[config.mk]
export PLATFORM = sky130hd
export DESIGN_NAME = mem_wait_ctrl
export DESIGN_NICKNAME = d
export VERILOG_FILES = /design/src/source/ahb_mem_pkg.sv /design/src/source/mem_wait_ctrl.sv
export SDC_FILE = /design/constraint.sdc
export NUM_CORES = 1
export LEC_CHECK = 0
export ABC_AREA = 1
export CAP_MARGIN = 20
export CORE_AREA = 2 2 39 41
export DETAILED_ROUTE_END_ITERATION = 8
export DIE_AREA = 0 0 41 43
export DONT_BUFFER_PORTS = 1
export SLEW_MARGIN = 15
export SYNTH_ARGS = -nofsm -noshare
export SYNTH_HDL_FRONTEND = slang
export SYNTH_SLANG_ARGS = --single-unit
export TNS_END_PERCENT = 10
[constraint.sdc]
create_clock -name mem_intf -period 1.2 [get_ports mem_intf]
set_input_delay 0.18 -clock mem_intf [delete_from_list [all_inputs] [get_ports mem_intf]]
set_output_delay 0.18 -clock mem_intf [all_outputs]
set_load 0.005 [all_outputs]
[src/source/ahb_mem_pkg.sv]
`default_nettype none

package ahb_mem_pkg;

    // AHB-Lite transfer type.
    typedef enum logic [1:0] {
        IDLE   = 2'b00,
        BUSY   = 2'b01,
        NONSEQ = 2'b10,
        SEQ    = 2'b11
    } htrans_e;

    // AHB-Lite burst type, only the codes this slave tracks.
    typedef enum logic [2:0] {
        SINGLE = 3'b000,
        INCR   = 3'b001,
        WRAP4  = 3'b010,
        INCR4  = 3'b011
    } hburst_e;

    localparam int unsigned DATA_W      = 32;
    localparam int unsigned MEM_WORDS   = 1024;
    localparam int unsigned WORD_ADDR_W = 10;      // Word index is haddr[11:2].

    localparam int unsigned READ_WAIT   = 2;       // hready low cycles per read.
    localparam int unsigned WRITE_WAIT  = 1;       // hready low cycles per write.
    localparam int unsigned WAIT_W      = 2;       // Wide enough for the larger wait.

endpackage

`default_nettype wire

[src/source/mem_wait_ctrl.sv]
`default_nettype none
`timescale 1ns/1ps

module mem_wait_ctrl import ahb_mem_pkg::*; (
    input  wire logic mem_intf,
    input  wire logic rst_n,
    input  wire logic acc_start,
    input  wire logic acc_write,
    output logic      hready,
    output logic      acc_last
);

    logic [WAIT_W-1:0] wait_cnt;
    logic [WAIT_W-1:0] wait_load;
    logic              phase_open;

    assign wait_load = acc_write ? WAIT_W'(WRITE_WAIT) : WAIT_W'(READ_WAIT);

    // First data phase cycle is already a wait cycle when the count is nonzero.
    assign hready   = (wait_cnt == '0) && !(acc_start && (wait_load != '0));
    assign acc_last = hready && (acc_start || phase_open);

    always_ff @(posedge mem_intf) begin
        if (!rst_n) begin
            wait_cnt   <= '0;
            phase_open <= 1'b0;
        end else if (acc_start) begin
            // The acc_start cycle counts as the first wait.
            wait_cnt   <= (wait_load == '0) ? '0 : wait_load - 1'b1;
            phase_open <= (wait_load != '0);
        end else begin
            if (wait_cnt != '0) begin
                wait_cnt <= wait_cnt - 1'b1;
            end
            if (acc_last) begin
                phase_open <= 1'b0;                // Phase ends with hready high.
            end
        end
    end

endmodule

`default_nettype wire

### Word-level counts from Yosys, hierarchy flattened

Cells that the tools add are included.

| operators by class | value |
|---|---|
| $add $sub $neg | 2 |
| $mul | 0 |
| divide/modulo/power cells | 0 |
| order comparisons | 0 |
| equality and inequality tests | 0 |
| shift operators | 0 |
| mux-type cells | 6 |
| bitwise logic cells | 0 |
| reduce and logical (&&, ||, !) cells | 11 |

Operators by type and width:

| operator | count |
|---|---|
| $mux W2 | 4 |
| $reduce_bool A2 Y1 | 4 |
| $logic_not A2 Y1 | 2 |
| $sub A2 B1 Y2 const B | 2 |
| $logic_and A1 B1 Y1 | 3 |
| $mux W1 | 2 |
| $logic_not A1 Y1 | 1 |
| $logic_or A1 B1 Y1 | 1 |

| word-level totals | value |
|---|---|
| register bits after elaboration | 3 |
| latch bits | 0 |
| memory bits (writable) | 0 |
| ROM bits | 0 |
| bits of input ports | 4 |
| output and inout port bits | 2 |
| word-level logic and storage cells | 21 |
| memories kept | 0 |

### Longest topological paths before layout

| depth | value |
|---|---|
| word-level depth | 8 |
| gate-level depth with buffers | 6 |
| gate-level depth less buffers | 6 |

### Worst setup path after synthesis

OpenSTA, ideal clock, no wires.

| timing | value |
|---|---|
| kind | reg2out |
| start | register wait_cnt[0] |
| end | output acc_last |
| arrival | 805 ps |
| data required time | 1020 ps |
| setup slack | 215 ps |
| cell stages (with the launch flop) | 4 |
| buffers on the path | 0 |
| cells stage by stage | dfxtp_1 > inv_1 > ha_1 > and3_2 |

| between the ends | value |
|---|---|
| word-level cells in the longest chain between the ends | 3 |

RTL lines:

| what | RTL line | RTL |
|---|---|---|
| from (decl) | mem_wait_ctrl.sv:13 | `logic [WAIT_W-1:0] wait_cnt;` |
| from (signal assigned) | mem_wait_ctrl.sv:29 | `wait_cnt <= (wait_load == '0) ? '0 : wait_load - 1'b1;` |
| from (signal assigned) | mem_wait_ctrl.sv:33 | `wait_cnt <= wait_cnt - 1'b1;` |
| $logic_not A2 Y1 | mem_wait_ctrl.sv:20 | `assign hready = (wait_cnt == '0) && !(acc_start && (wait_load != '0));` |
| $logic_and A1 B1 Y1 | mem_wait_ctrl.sv:20 |  |
| $logic_and A1 B1 Y1 | mem_wait_ctrl.sv:21 | `assign acc_last = hready && (acc_start \|\| phase_open);` |
| to (decl) | mem_wait_ctrl.sv:10 | `output logic acc_last` |

Every way passes these cells.

### Final worst setup path

| timing | value |
|---|---|
| start | register wait_cnt[0] |
| end | output hready |

| between the ends | value |
|---|---|
| word-level cells in the longest chain between the ends | 2 |

RTL lines:

| what | RTL line | RTL |
|---|---|---|
| $logic_not A2 Y1 | mem_wait_ctrl.sv:20 |  |
| $logic_and A1 B1 Y1 | mem_wait_ctrl.sv:20 |  |
| to (decl) | mem_wait_ctrl.sv:9 | `output logic hready,` |

Every way passes these cells.

==> impl_summary.log <==
INFO  metric drive_gt1_frac = 0.414
INFO  metric remaining_drc_errors = 0
INFO  metric core-area = approximately 1400 um2
INFO  metric finalCritPeriodShare = 0.948
INFO  metric dieHeight = approximately 43 um
INFO  metric grt_setup_unrepaired = no
INFO  metric run_status = complete, no violations
INFO  metric crit_path_end = hready
INFO  metric nFillCells = roughly 160
INFO  metric setup.worst_path.class = flop to primary output
INFO  metric worst_slew_pin_slew = 0.156 ns
INFO  metric worstPathMaxFanout = 4
INFO  metric ant_nets = 0
INFO  metric grt_start_max_net_pins = 5
INFO  metric number_of_max_cap_violations = 0
INFO  metric initial_antenna_violation_count = 0
INFO  metric post-place-cells = 40
INFO  metric clockRootBuffer = clkbuf_4
INFO  metric max_clock_freq = ~880 MHz
INFO  metric r2r.worst_path.cells = 7
INFO  metric drt_first_iter_violations = 0
INFO  metric first_pass_grt_wire_length = between 600 and 700 um
INFO  metric synth_seq_cells = 3
INFO  metric hp-class = input port to flop
INFO  metric clkSlewWorstSetupHoldPaths = approximately 0.040 ns
INFO  metric finalHoldViolations = 0
INFO  metric placementRows = 14
INFO  metric synth.largest_area_cell = dfxtp_1
INFO  metric fp.dieArea = about 1800 um2
INFO  metric drt_pass_1_iters = 1
INFO  metric route.detailed.wl_per_inst = between 8 and 9 um
INFO  metric yosys_most_used_dff = dfxtp_1
INFO  metric synth.cells.most_frequent = nand2_1 (7), inv_1 (4), nor2_1 (4)
INFO  metric syn-cell-area = roughly 160 um2
INFO  metric design.portCount = 6
INFO  metric critPathLaunchType = flop
INFO  metric timing.critical_path.from = wait_cnt[0]
INFO  metric clk_path_buf_depth = 2
INFO  metric postSynth.asyncResetShare = 0
INFO  metric ir_drop = roughly 0.00041 V
INFO  metric yosys.cell_types.count = 10
INFO  metric timing.slew.headroom = 0.895
INFO  metric cts_tree = built
INFO  metric timing.rr.start = wait_cnt[0]
INFO  metric cp_data_arrival_time = around 0.96 ns
INFO  metric timing.critical_path.required = around 1.0 ns
INFO  metric initial_core_util = 0.113
INFO  metric via_count_of_the_first_global_routing_pass = roughly 190
INFO  metric synth_cells = 24
INFO  metric synthesis.area_per_instance = roughly 6.5 um2
INFO  metric dpl_worst_slack = about 0.16 ns
INFO  metric rr_endpoint = wait_cnt[0]
INFO  metric reg2reg_slack = approximately 0.18 ns
INFO  metric setup_tns = 0 ns
INFO  metric finalClockSkew = between 0.004 and 0.005 ns
INFO  metric place_hpwl = between 200 and 300 um
INFO  metric synth.area.top_cells = dfxtp_1 (38%), nand2_1 (17%), inv_1 (9.6%)
INFO  metric number_of_flops_mapped_to_enable_cells_by_yosys = 0
INFO  metric syn2layout_area_growth = 46.4%
INFO  metric post_layout_nonfiller_instances = 45
INFO  metric nets = 35
INFO  metric final_period_minus_worst_setup_slack = roughly 1.1 ns
INFO  metric place_congestion = a little over 0.6
INFO  metric sequential_fraction_of_the_synthesis_area = 0.384
INFO  metric worstSkewPairLatency = 0.23 ns
INFO  metric syn-num-nets = 29
INFO  metric htree_num_levels = 1
INFO  metric clock_sink_count = 3
INFO  metric static-leakage-power = about 0.10 nW
INFO  metric fp.dieW = 41 um
INFO  metric synth_top_area_share = 0.384
INFO  metric finalWorstSetupSlack = just over 0.06 ns
INFO  metric grt_overflow = 0
INFO  metric yosys_warnings = 0
INFO  metric cts_buf_count = 3
INFO  metric post-synth-top-count-cell = nand2_1
INFO  metric route.detailed.vias_per_inst = 3.40
INFO  metric via_count = around 150
INFO  metric gr-usage-all-layers = 0.0631
INFO  metric type_of_destination_of_the_critical_path = primary output
INFO  metric drt_wl_total = 377 um
INFO  metric hold_slack = 0.0686 ns
INFO  metric power.density_cell_area = between 1500 and 2000 nW/um2
INFO  metric port_buffers = 0
INFO  metric finalSetupViolCount = 0
INFO  metric antenna-diode-count = 0
INFO  metric maxSlewViolCount = 0
==> repair_timing <==
| action | CTS | global route |
|---|---|---|
| gates resized for setup | 3 | 4 |
| setup buffers | 1 | 0 |
| pin swaps | 1 | 1 |
| endpoints found under the setup margin | 2 | 2 |
| hold buffers | 0 | 0 |
==> layout by cell type, fill, tap and decap left out <==
cell and instances:
nor2_1 4, dfxtp_1 1, dfxtp_2 2, a21oi_1 1, nor2_2 1, clkbuf_4 3, nand2_1 7, inv_1 2
and3_4 1, ha_4 1, inv_2 3, o21ai_0 1, buf_4 1, clkbuf_1 1
==> cell families (layout without fill, tap and decap cells) <==
group	count (synthesis)	after routing	synth area share
buffers and inverters	5	10	0.120
DFF	3	3	0.384
AOI/OAI and AO/OA	2	2	0.0639
adders and majority gates	1	1	0.0800
and+or+nand+nor	13	13	0.352
==> how the worst min path moves through the flow <==
stage / startpoint / endpoint / cells after the start
after global routing: rst_n / wait_cnt[1] / 2
after detailed placement: rst_n / wait_cnt[0] / 2
after CTS: rst_n / wait_cnt[0] / 2
final: rst_n / wait_cnt[0] / 2
after global placement: rst_n / wait_cnt[0] / 2
after floorplan: rst_n / wait_cnt[1] / 2
==> per-stage QoR <==
| step | power, mW | utilization | cell area [um2] |
|---|---|---|---|
| after global placement | 0.151 | 0.127 | 176 |
| after global routing | 0.374 | 0.165 | 229 |
| after CTS | 0.349 | 0.156 | 215 |
| after floorplan | 0.145 | - | 156 |
| after detailed placement | 0.152 | 0.127 | 176 |
| final | 0.350 | 0.165 | 229 |
==> state kept, by name, indices dropped and copies added, names as in the netlist <==
register and cells:
phase_open 1, wait_cnt 2
==> area by class of cell <==
class	count	area, um2	area share
multi-input cells	16	93.8	0.410
flip-flops and latches	3	62.6	0.273
clock buffers	4	26.3	0.115
well taps	16	20.0	0.0874
inverters	5	18.8	0.0820
repair buffers	1	7.51	0.0328
==> critical path: stages (launching register included) <==
cell     delay [ns]
dfxtp_2        0.32
inv_2          0.06
ha_4           0.14
inv_1          0.06
nor2_2         0.14
==> power breakdown <==
group	internal, mW	total (mW)	switching, mW
sequential	0.109	0.114	0.00514
combinational	0.0266	0.0545	0.0279
clock	0.125	0.181	0.0563
total	0.260	0.350	0.0893
==> metal layers <==
metal / track usage / vias up / share of wire
met2: 0.106 / 3 / 0.62
met4: 0.0800 / 0 / 0
met3: 0.0209 / 0 / 0.053
met1: 0.0414 / 70 / 0.33
met5: 0 / - / 0
li1: - / 80 / -
Note: power is estimated with default switching activity, not from simulation.
