[src/source/ahb_mem_pkg.sv]
`default_nettype none

package ahb_mem_pkg;

    // AHB-Lite transfer type.
    typedef enum logic [1:0] {
        IDLE   = 2'b00,
        BUSY   = 2'b01,
        NONSEQ = 2'b10,
        SEQ    = 2'b11
    } htrans_e;

    // AHB-Lite burst type, only the codes this slave tracks.
    typedef enum logic [2:0] {
        SINGLE = 3'b000,
        INCR   = 3'b001,
        WRAP4  = 3'b010,
        INCR4  = 3'b011
    } hburst_e;

    localparam int unsigned DATA_W      = 32;
    localparam int unsigned MEM_WORDS   = 1024;
    localparam int unsigned WORD_ADDR_W = 10;      // Word index is haddr[11:2].

    localparam int unsigned READ_WAIT   = 2;       // hready low cycles per read.
    localparam int unsigned WRITE_WAIT  = 1;       // hready low cycles per write.
    localparam int unsigned WAIT_W      = 2;       // Wide enough for the larger wait.

endpackage

`default_nettype wire

[src/source/ahb_transfer_handler.sv]
`default_nettype none
`timescale 1ns/1ps

module ahb_transfer_handler import ahb_mem_pkg::*; (
    input  wire logic                   mem_intf,
    input  wire logic                   rst_n,
    input  wire logic [31:0]            haddr,
    input  wire logic                   hwrite,
    input  wire htrans_e                htrans,
    input  wire hburst_e                hburst,
    input  wire logic                   hready,
    output logic                        acc_start,
    output logic                        acc_write,
    output logic [WORD_ADDR_W-1:0]      acc_index
);

    logic                   accept;
    logic [WORD_ADDR_W-1:0] addr_index;
    logic [WORD_ADDR_W-1:0] next_index;
    hburst_e                burst_q;
    logic [1:0]             beat_cnt;
    logic                   burst_open;

    // Address phase is taken only on an edge with hready high.
    assign accept     = hready && (htrans == NONSEQ || htrans == SEQ);
    assign addr_index = haddr[WORD_ADDR_W+1:2];    // Upper bits alias, byte bits dropped.

    // Next beat address, derived from the beat just issued.
    always_comb begin
        next_index = addr_index;
        if (burst_open) begin
            case (burst_q)
                INCR,
                INCR4: begin
                    next_index = acc_index + 1'b1;
                end
                WRAP4: begin
                    // Wrap inside the aligned four word block.
                    next_index = {acc_index[WORD_ADDR_W-1:2], acc_index[1:0] + 2'd1};
                end
                default: begin
                    next_index = addr_index;
                end
            endcase
        end
    end

    always_ff @(posedge mem_intf) begin
        if (!rst_n) begin
            acc_start  <= 1'b0;
            acc_write  <= 1'b0;
            burst_q    <= SINGLE;
            beat_cnt   <= 2'd0;
            burst_open <= 1'b0;
        end else begin
            acc_start <= accept;                   // One cycle, start of the data phase.
            if (accept) begin
                acc_write <= hwrite;
                if (htrans == NONSEQ) begin
                    burst_q    <= hburst;
                    beat_cnt   <= 2'd1;
                    burst_open <= (hburst != SINGLE);
                end else if (burst_q == INCR4 || burst_q == WRAP4) begin
                    beat_cnt <= beat_cnt + 2'd1;
                    if (beat_cnt == 2'd3) begin
                        burst_open <= 1'b0;        // Fourth beat closes the burst.
                    end
                end
            end
        end
    end

    // BUSY and IDLE leave the index alone, so a BUSY mid-burst holds it.
    always_ff @(posedge mem_intf) begin
        if (accept) begin
            acc_index <= (htrans == NONSEQ) ? addr_index : next_index;
        end
    end

endmodule

`default_nettype wire

[config.mk]
export PLATFORM = sky130hd
export DESIGN_NAME = ahb_transfer_handler
export DESIGN_NICKNAME = d
export VERILOG_FILES = /design/src/source/ahb_mem_pkg.sv /design/src/source/ahb_transfer_handler.sv
export SDC_FILE = /design/constraint.sdc
export NUM_CORES = 1
export LEC_CHECK = 0
export ABC_AREA = 1
export CORE_ASPECT_RATIO = 1.4
export CORE_UTILIZATION = 54
export CTS_CLUSTER_DIAMETER = 100
export DETAILED_ROUTE_END_ITERATION = 10
export DONT_BUFFER_PORTS = 1
export PLACE_DENSITY_LB_ADDON = 0.3
export SETUP_SLACK_MARGIN = 0.2
export SLEW_MARGIN = 20
export SYNTH_ARGS = -nofsm -noshare
export SYNTH_HDL_FRONTEND = slang
export SYNTH_SLANG_ARGS = --single-unit
[constraint.sdc]
create_clock -name mem_intf -period 1.2 [get_ports mem_intf]
set_input_delay 0.12 -clock mem_intf [delete_from_list [all_inputs] [get_ports mem_intf]]
set_output_delay 0.12 -clock mem_intf [all_outputs]
set_load 0.01 [all_outputs]
* Word-level counts from Yosys, hierarchy flattened
Index checks and enable logic that the tools add are counted.
** Storage, ports and cells
- Register bits after elaboration :: 18
- Output and inout port bits :: 12
- Word-level logic and storage cells :: 36
** Operators by class
- Add/sub/neg operators :: 3
- Equal/unequal tests :: 7
- Multiplexer cells :: 8
- Reduce and logical (&&, ||, !) cells :: 11
** Operators by type and width (count)
- $mux 10 :: 2
- $pmux 10 s2 :: 1
- $add 10x1->10 const B :: 1
- $eq 2x2->1 const B :: 3
- $eq 3x2->1 const B :: 2
- $reduce_and 2->1 :: 3
- $add 2x1->2 const B :: 2
- $mux 2 :: 2
- $reduce_bool 2->1 :: 2
- $eq 3x1->1 const B :: 1
- $mux 1 :: 3
- $ne 3x3->1 const B :: 1
- $reduce_and 3->1 :: 1
- $reduce_bool 3->1 :: 1
- $logic_or 1x1->1 :: 2
- $reduce_or 2->1 :: 1
- $logic_and 1x1->1 :: 1

* Longest topological paths before layout
- Depth in word-level cells :: 5
- Mapped depth :: 8

* Worst setup path before layout
Ideal clock, no wire load.
- Path kind :: register to register
- Start :: register acc_index[0]
- End :: register acc_index[8] (data pin)
- Arrival time :: 1.110 ns
- Required time :: 0.948 ns
- Slack :: -0.162 ns
- Cell stages (with the launch flop) :: 7
- Path buffers :: 0
- Period minus slack after synthesis :: 1.362 ns
- Cell sequence :: edfxtp_1 ha_1 nand2_1 nor2_1 nand3_1 nand3_1 nand2_1
** Between the ends
- Longest elaborated chain between the ends :: 4
** Ends and longest elaborated chain
- start, declared :: RTL line ahb_transfer_handler.sv:14 : output logic [WORD_ADDR_W-1:0] acc_index
- start signal, assigned :: RTL line ahb_transfer_handler.sv:76 : acc_index <= (htrans == NONSEQ) ? addr_index : next_index;
- $add 10x1->10 :: RTL line ahb_transfer_handler.sv:35 : next_index = acc_index + 1'b1;
- $pmux 10 s2 :: RTL line ahb_transfer_handler.sv:32 : case (burst_q)
- $mux 10 :: RTL line ahb_transfer_handler.sv:31 : if (burst_open) begin
- $mux 10 :: RTL line ahb_transfer_handler.sv:76
Every way passes these cells.
A chain may end at the register's enable or synchronous reset.

* Final worst setup path
- Start :: register acc_index[0]
- End :: output acc_index[0]
No word-level cell between the ends.

==> reports/results.txt <==
Status: complete, but fails checks
Failing checks: hold timing, setup timing
Hold Crit Class: in2reg
Sequential area share after synthesis: 0.458
Clock root buffer: clkbuf_4
Post-synthesis cell type count: 22
CP startpoint kind: flip-flop
Setup Viol. Count Final: 10
Antenna violations before repair: 0
Die width: 38.5 um
Cell Area, Synth: 0.00101 sq mm
Port Buffers: 0
RSZ-0062 raised after global routing: true
DR vias/cell: 5.78
Post-synth top area cell: edfxtp_1
Comb power frac: 0.194
Post-synth top area share: 0.299
Final Routed Wirelength: 3070 um
GRT Total Usage: 0.274
CP Data Required Time: 1.08 ns
Hold depth: 2
Worst setup path class: reg2out
Synth Instances: 127
CP startpoint: acc_index[0]
Reg2reg start: acc_index[0]
Mean post-synth cell area: 7.92 sq um
Final HPWL DP: 1710 um
Synth Flop Type: edfxtp_1
Clk pwr share: 0.245
Non-filler cells, final: 175
Most numerous cell in the Yosys netlist: nand2_1
Post-route DRC: 0
Post-layout min period: 1.34 ns
Period Utilization, post-route: 1.11
Vias in the first global route: 905
Fmax achieved: 748 MHz
Initial DRC count: 18
Nets: 200
Post-Route Utilization: 0.833
First-pass GRT wire length: 3700 um
Power Density: 878 mW/mm^2
Ant diodes: 0
Final RePlAce weighted congestion: 0.731
Worst-skew pair later-pin latency: 0.30 ns
Power Internal: 915 uW
Core area: 0.00176 sq mm
Hold path startpoint: hwrite
Total grt overflow: 0
Clock Tree Buf Depth: 2
Design Area, Final: 0.00146 sq mm
Sw power: 370 uW
Worst-path fanout max: 3
Row count: 18
WHS: -0.00777 ns
Starting Density: 0.573
Reg clk slew, reported paths: 0.10 ns
Syn nets: 170
Pleak: 0.000607 uW
CTS tree: done
Dpl ws: -0.0871 ns
CTS sink count: 18
Area after DPL: 0.00115 sq mm
#FFs+latches synth: 18
Flop2flop setup slack: -0.11 ns
PnR worst setup slack: -0.137 ns
Worst-case vdd ir drop: 0.000876 V
Final clock skew: 0.00309 ns
Vias: 1011
Die height: 53.1 um
Die ar.: 0.00204 sq mm
WL/cell: 17.5 um
CTS Buf Count: 3
Post-route antenna net violation count: 0
Fill count: 104
Max-slew violation count: 0
Setup crit end kind: output port
Hold worst-path end: acc_write
Synth top area cells: edfxtp_1, dfxtp_1, nand2_1
Total number of H-tree levels: 1
Max_slew headroom: 0.816
Post-synth top cells: nand2_1, inv_1, nand3_1, edfxtp_1, nor2_1
Async SR Flop Fraction: 0
Placed Cells: 158
RR Endpoint: acc_index[5]
Final hold vios: 3
Layout cells sized above 1: 0.484
1st-pass router iterations: 5
Synth-to-layout area growth: 45.5%
Switching Fraction: 0.288
Tightest Pin Transition: 0.275 ns
Pin count of the biggest net entering global routing: 12
Yosys warns: 0
Sequential group share of total power: 0.561
Reported max-cap violation count: 0
Total I/O pin count: 53
R2R cell count: 6
Arrival time worst endpoint: 1.22 ns
Post-synth EDFFs: 10
## routing by layer
metal | track usage | routed length [um]
met5 | 0 | 0
met2 | 0.551 | 1780
met4 | 0.155 | 70
met3 | 0.0294 | 144
met1 | 0.243 | 1070
## state kept, by name, indices dropped and copies added (netlist names)
register	count
burst_open	1
acc_start	1
acc_write	1
beat_cnt	2
acc_index	10
burst_q	3
## final cells by class
| class | count | area [sq um] | share of cell area |
|---|---|---|---|
| repair buffers | 25 | 244 | 0.167 |
| well taps | 20 | 25.0 | 0.0171 |
| flip-flops and latches | 18 | 469 | 0.321 |
| clock buffers | 3 | 22.5 | 0.0154 |
| repair inverters | 1 | 6.26 | 0.00427 |
| multi-input cells | 92 | 629 | 0.430 |
| inverters | 16 | 67.6 | 0.0462 |
## power by group through the flow
stage          Combinational [uW]  Clock, uW  Sequential [uW]
2_1_floorplan                 114          0              730
3_3_place_gp                  161          0              722
3_5_place_dp                  170          0              725
4_1_cts                       205        302              715
5_1_grt                       267        325              724
6_report                      249        315              721
## logic make-up after synthesis
logic type | Yosys count | share of synthesized area
and+or+nand+nor | 73 | 0.342
DFF | 18 | 0.458
AOI/OAI and AO/OA | 17 | 0.104
buffers and inverters | 17 | 0.0709
adders and majority gates | 2 | 0.0249
## placed cells by master (no fill, tap or decap)
cell and count:
or2_4 1, o21bai_1 2, edfxtp_1 10, buf_6 11
clkbuf_4 3, a21oi_2 3, nand2_1 26, nor3_4 1
inv_1 10, buf_4 8, o21ai_1 2, o21ai_0 4
inv_2 4, nor2_1 5, dfxtp_4 1, nand2_2 13
nand3_2 8, ha_4 2, o21ai_2 1, clkinv_4 1
nor2_2 2, a21oi_4 1, nand2_4 5, nand3b_1 2
dfxtp_2 4, dlygate4sd3_1 6, a21oi_1 4, nand3_1 5
nor2_4 4, nand4_1 1, inv_4 2, dfxtp_1 3
## worst max-delay path, cell delays in order (launching register included)
cell and delay (ns):
edfxtp_1 0.49, buf_4 0.18, buf_4 0.13, buf_6 0.12
## how the worst max path moves through the flow
| stage | endpoint | slack (ns) | depth (start not counted) |
|---|---|---|---|
| 6_report | acc_index[0] | -0.14 | 3 |
| 5_1_grt | acc_index[5] | -0.16 | 6 |
| 4_1_cts | acc_index[7] | -0.08 | 7 |
| 3_5_place_dp | acc_index[6] | -0.09 | 5 |
| 3_3_place_gp | acc_index[8] | -0.03 | 7 |
| 2_1_floorplan | acc_index[8] | -0.07 | 7 |
## stage by stage
stage	TNS [ns]	total power, uW	hold slack [ns]
floorplan	-0.423	844	0.251
global placement	-0.0530	884	0.256
detailed placement	-0.234	896	0.276
CTS	-0.352	1220	0.00254
global route	-1.17	1320	0.00344
finish	-0.877	1290	-0.00777
## repair_timing
| item | in CTS | in global routing |
|---|---|---|
| endpoints found under the hold margin | 5 | 1 |
| hold buffers | 5 | 1 |
| buffers inserted | 3 | 4 |
| pin swaps | 6 | 13 |
| setup endpoints to repair | 23 | 30 |
| gates resized for setup | 15 | 35 |
| gates cloned | 0 | 1 |
No activity file was read; power rests on OpenSTA's default activity.
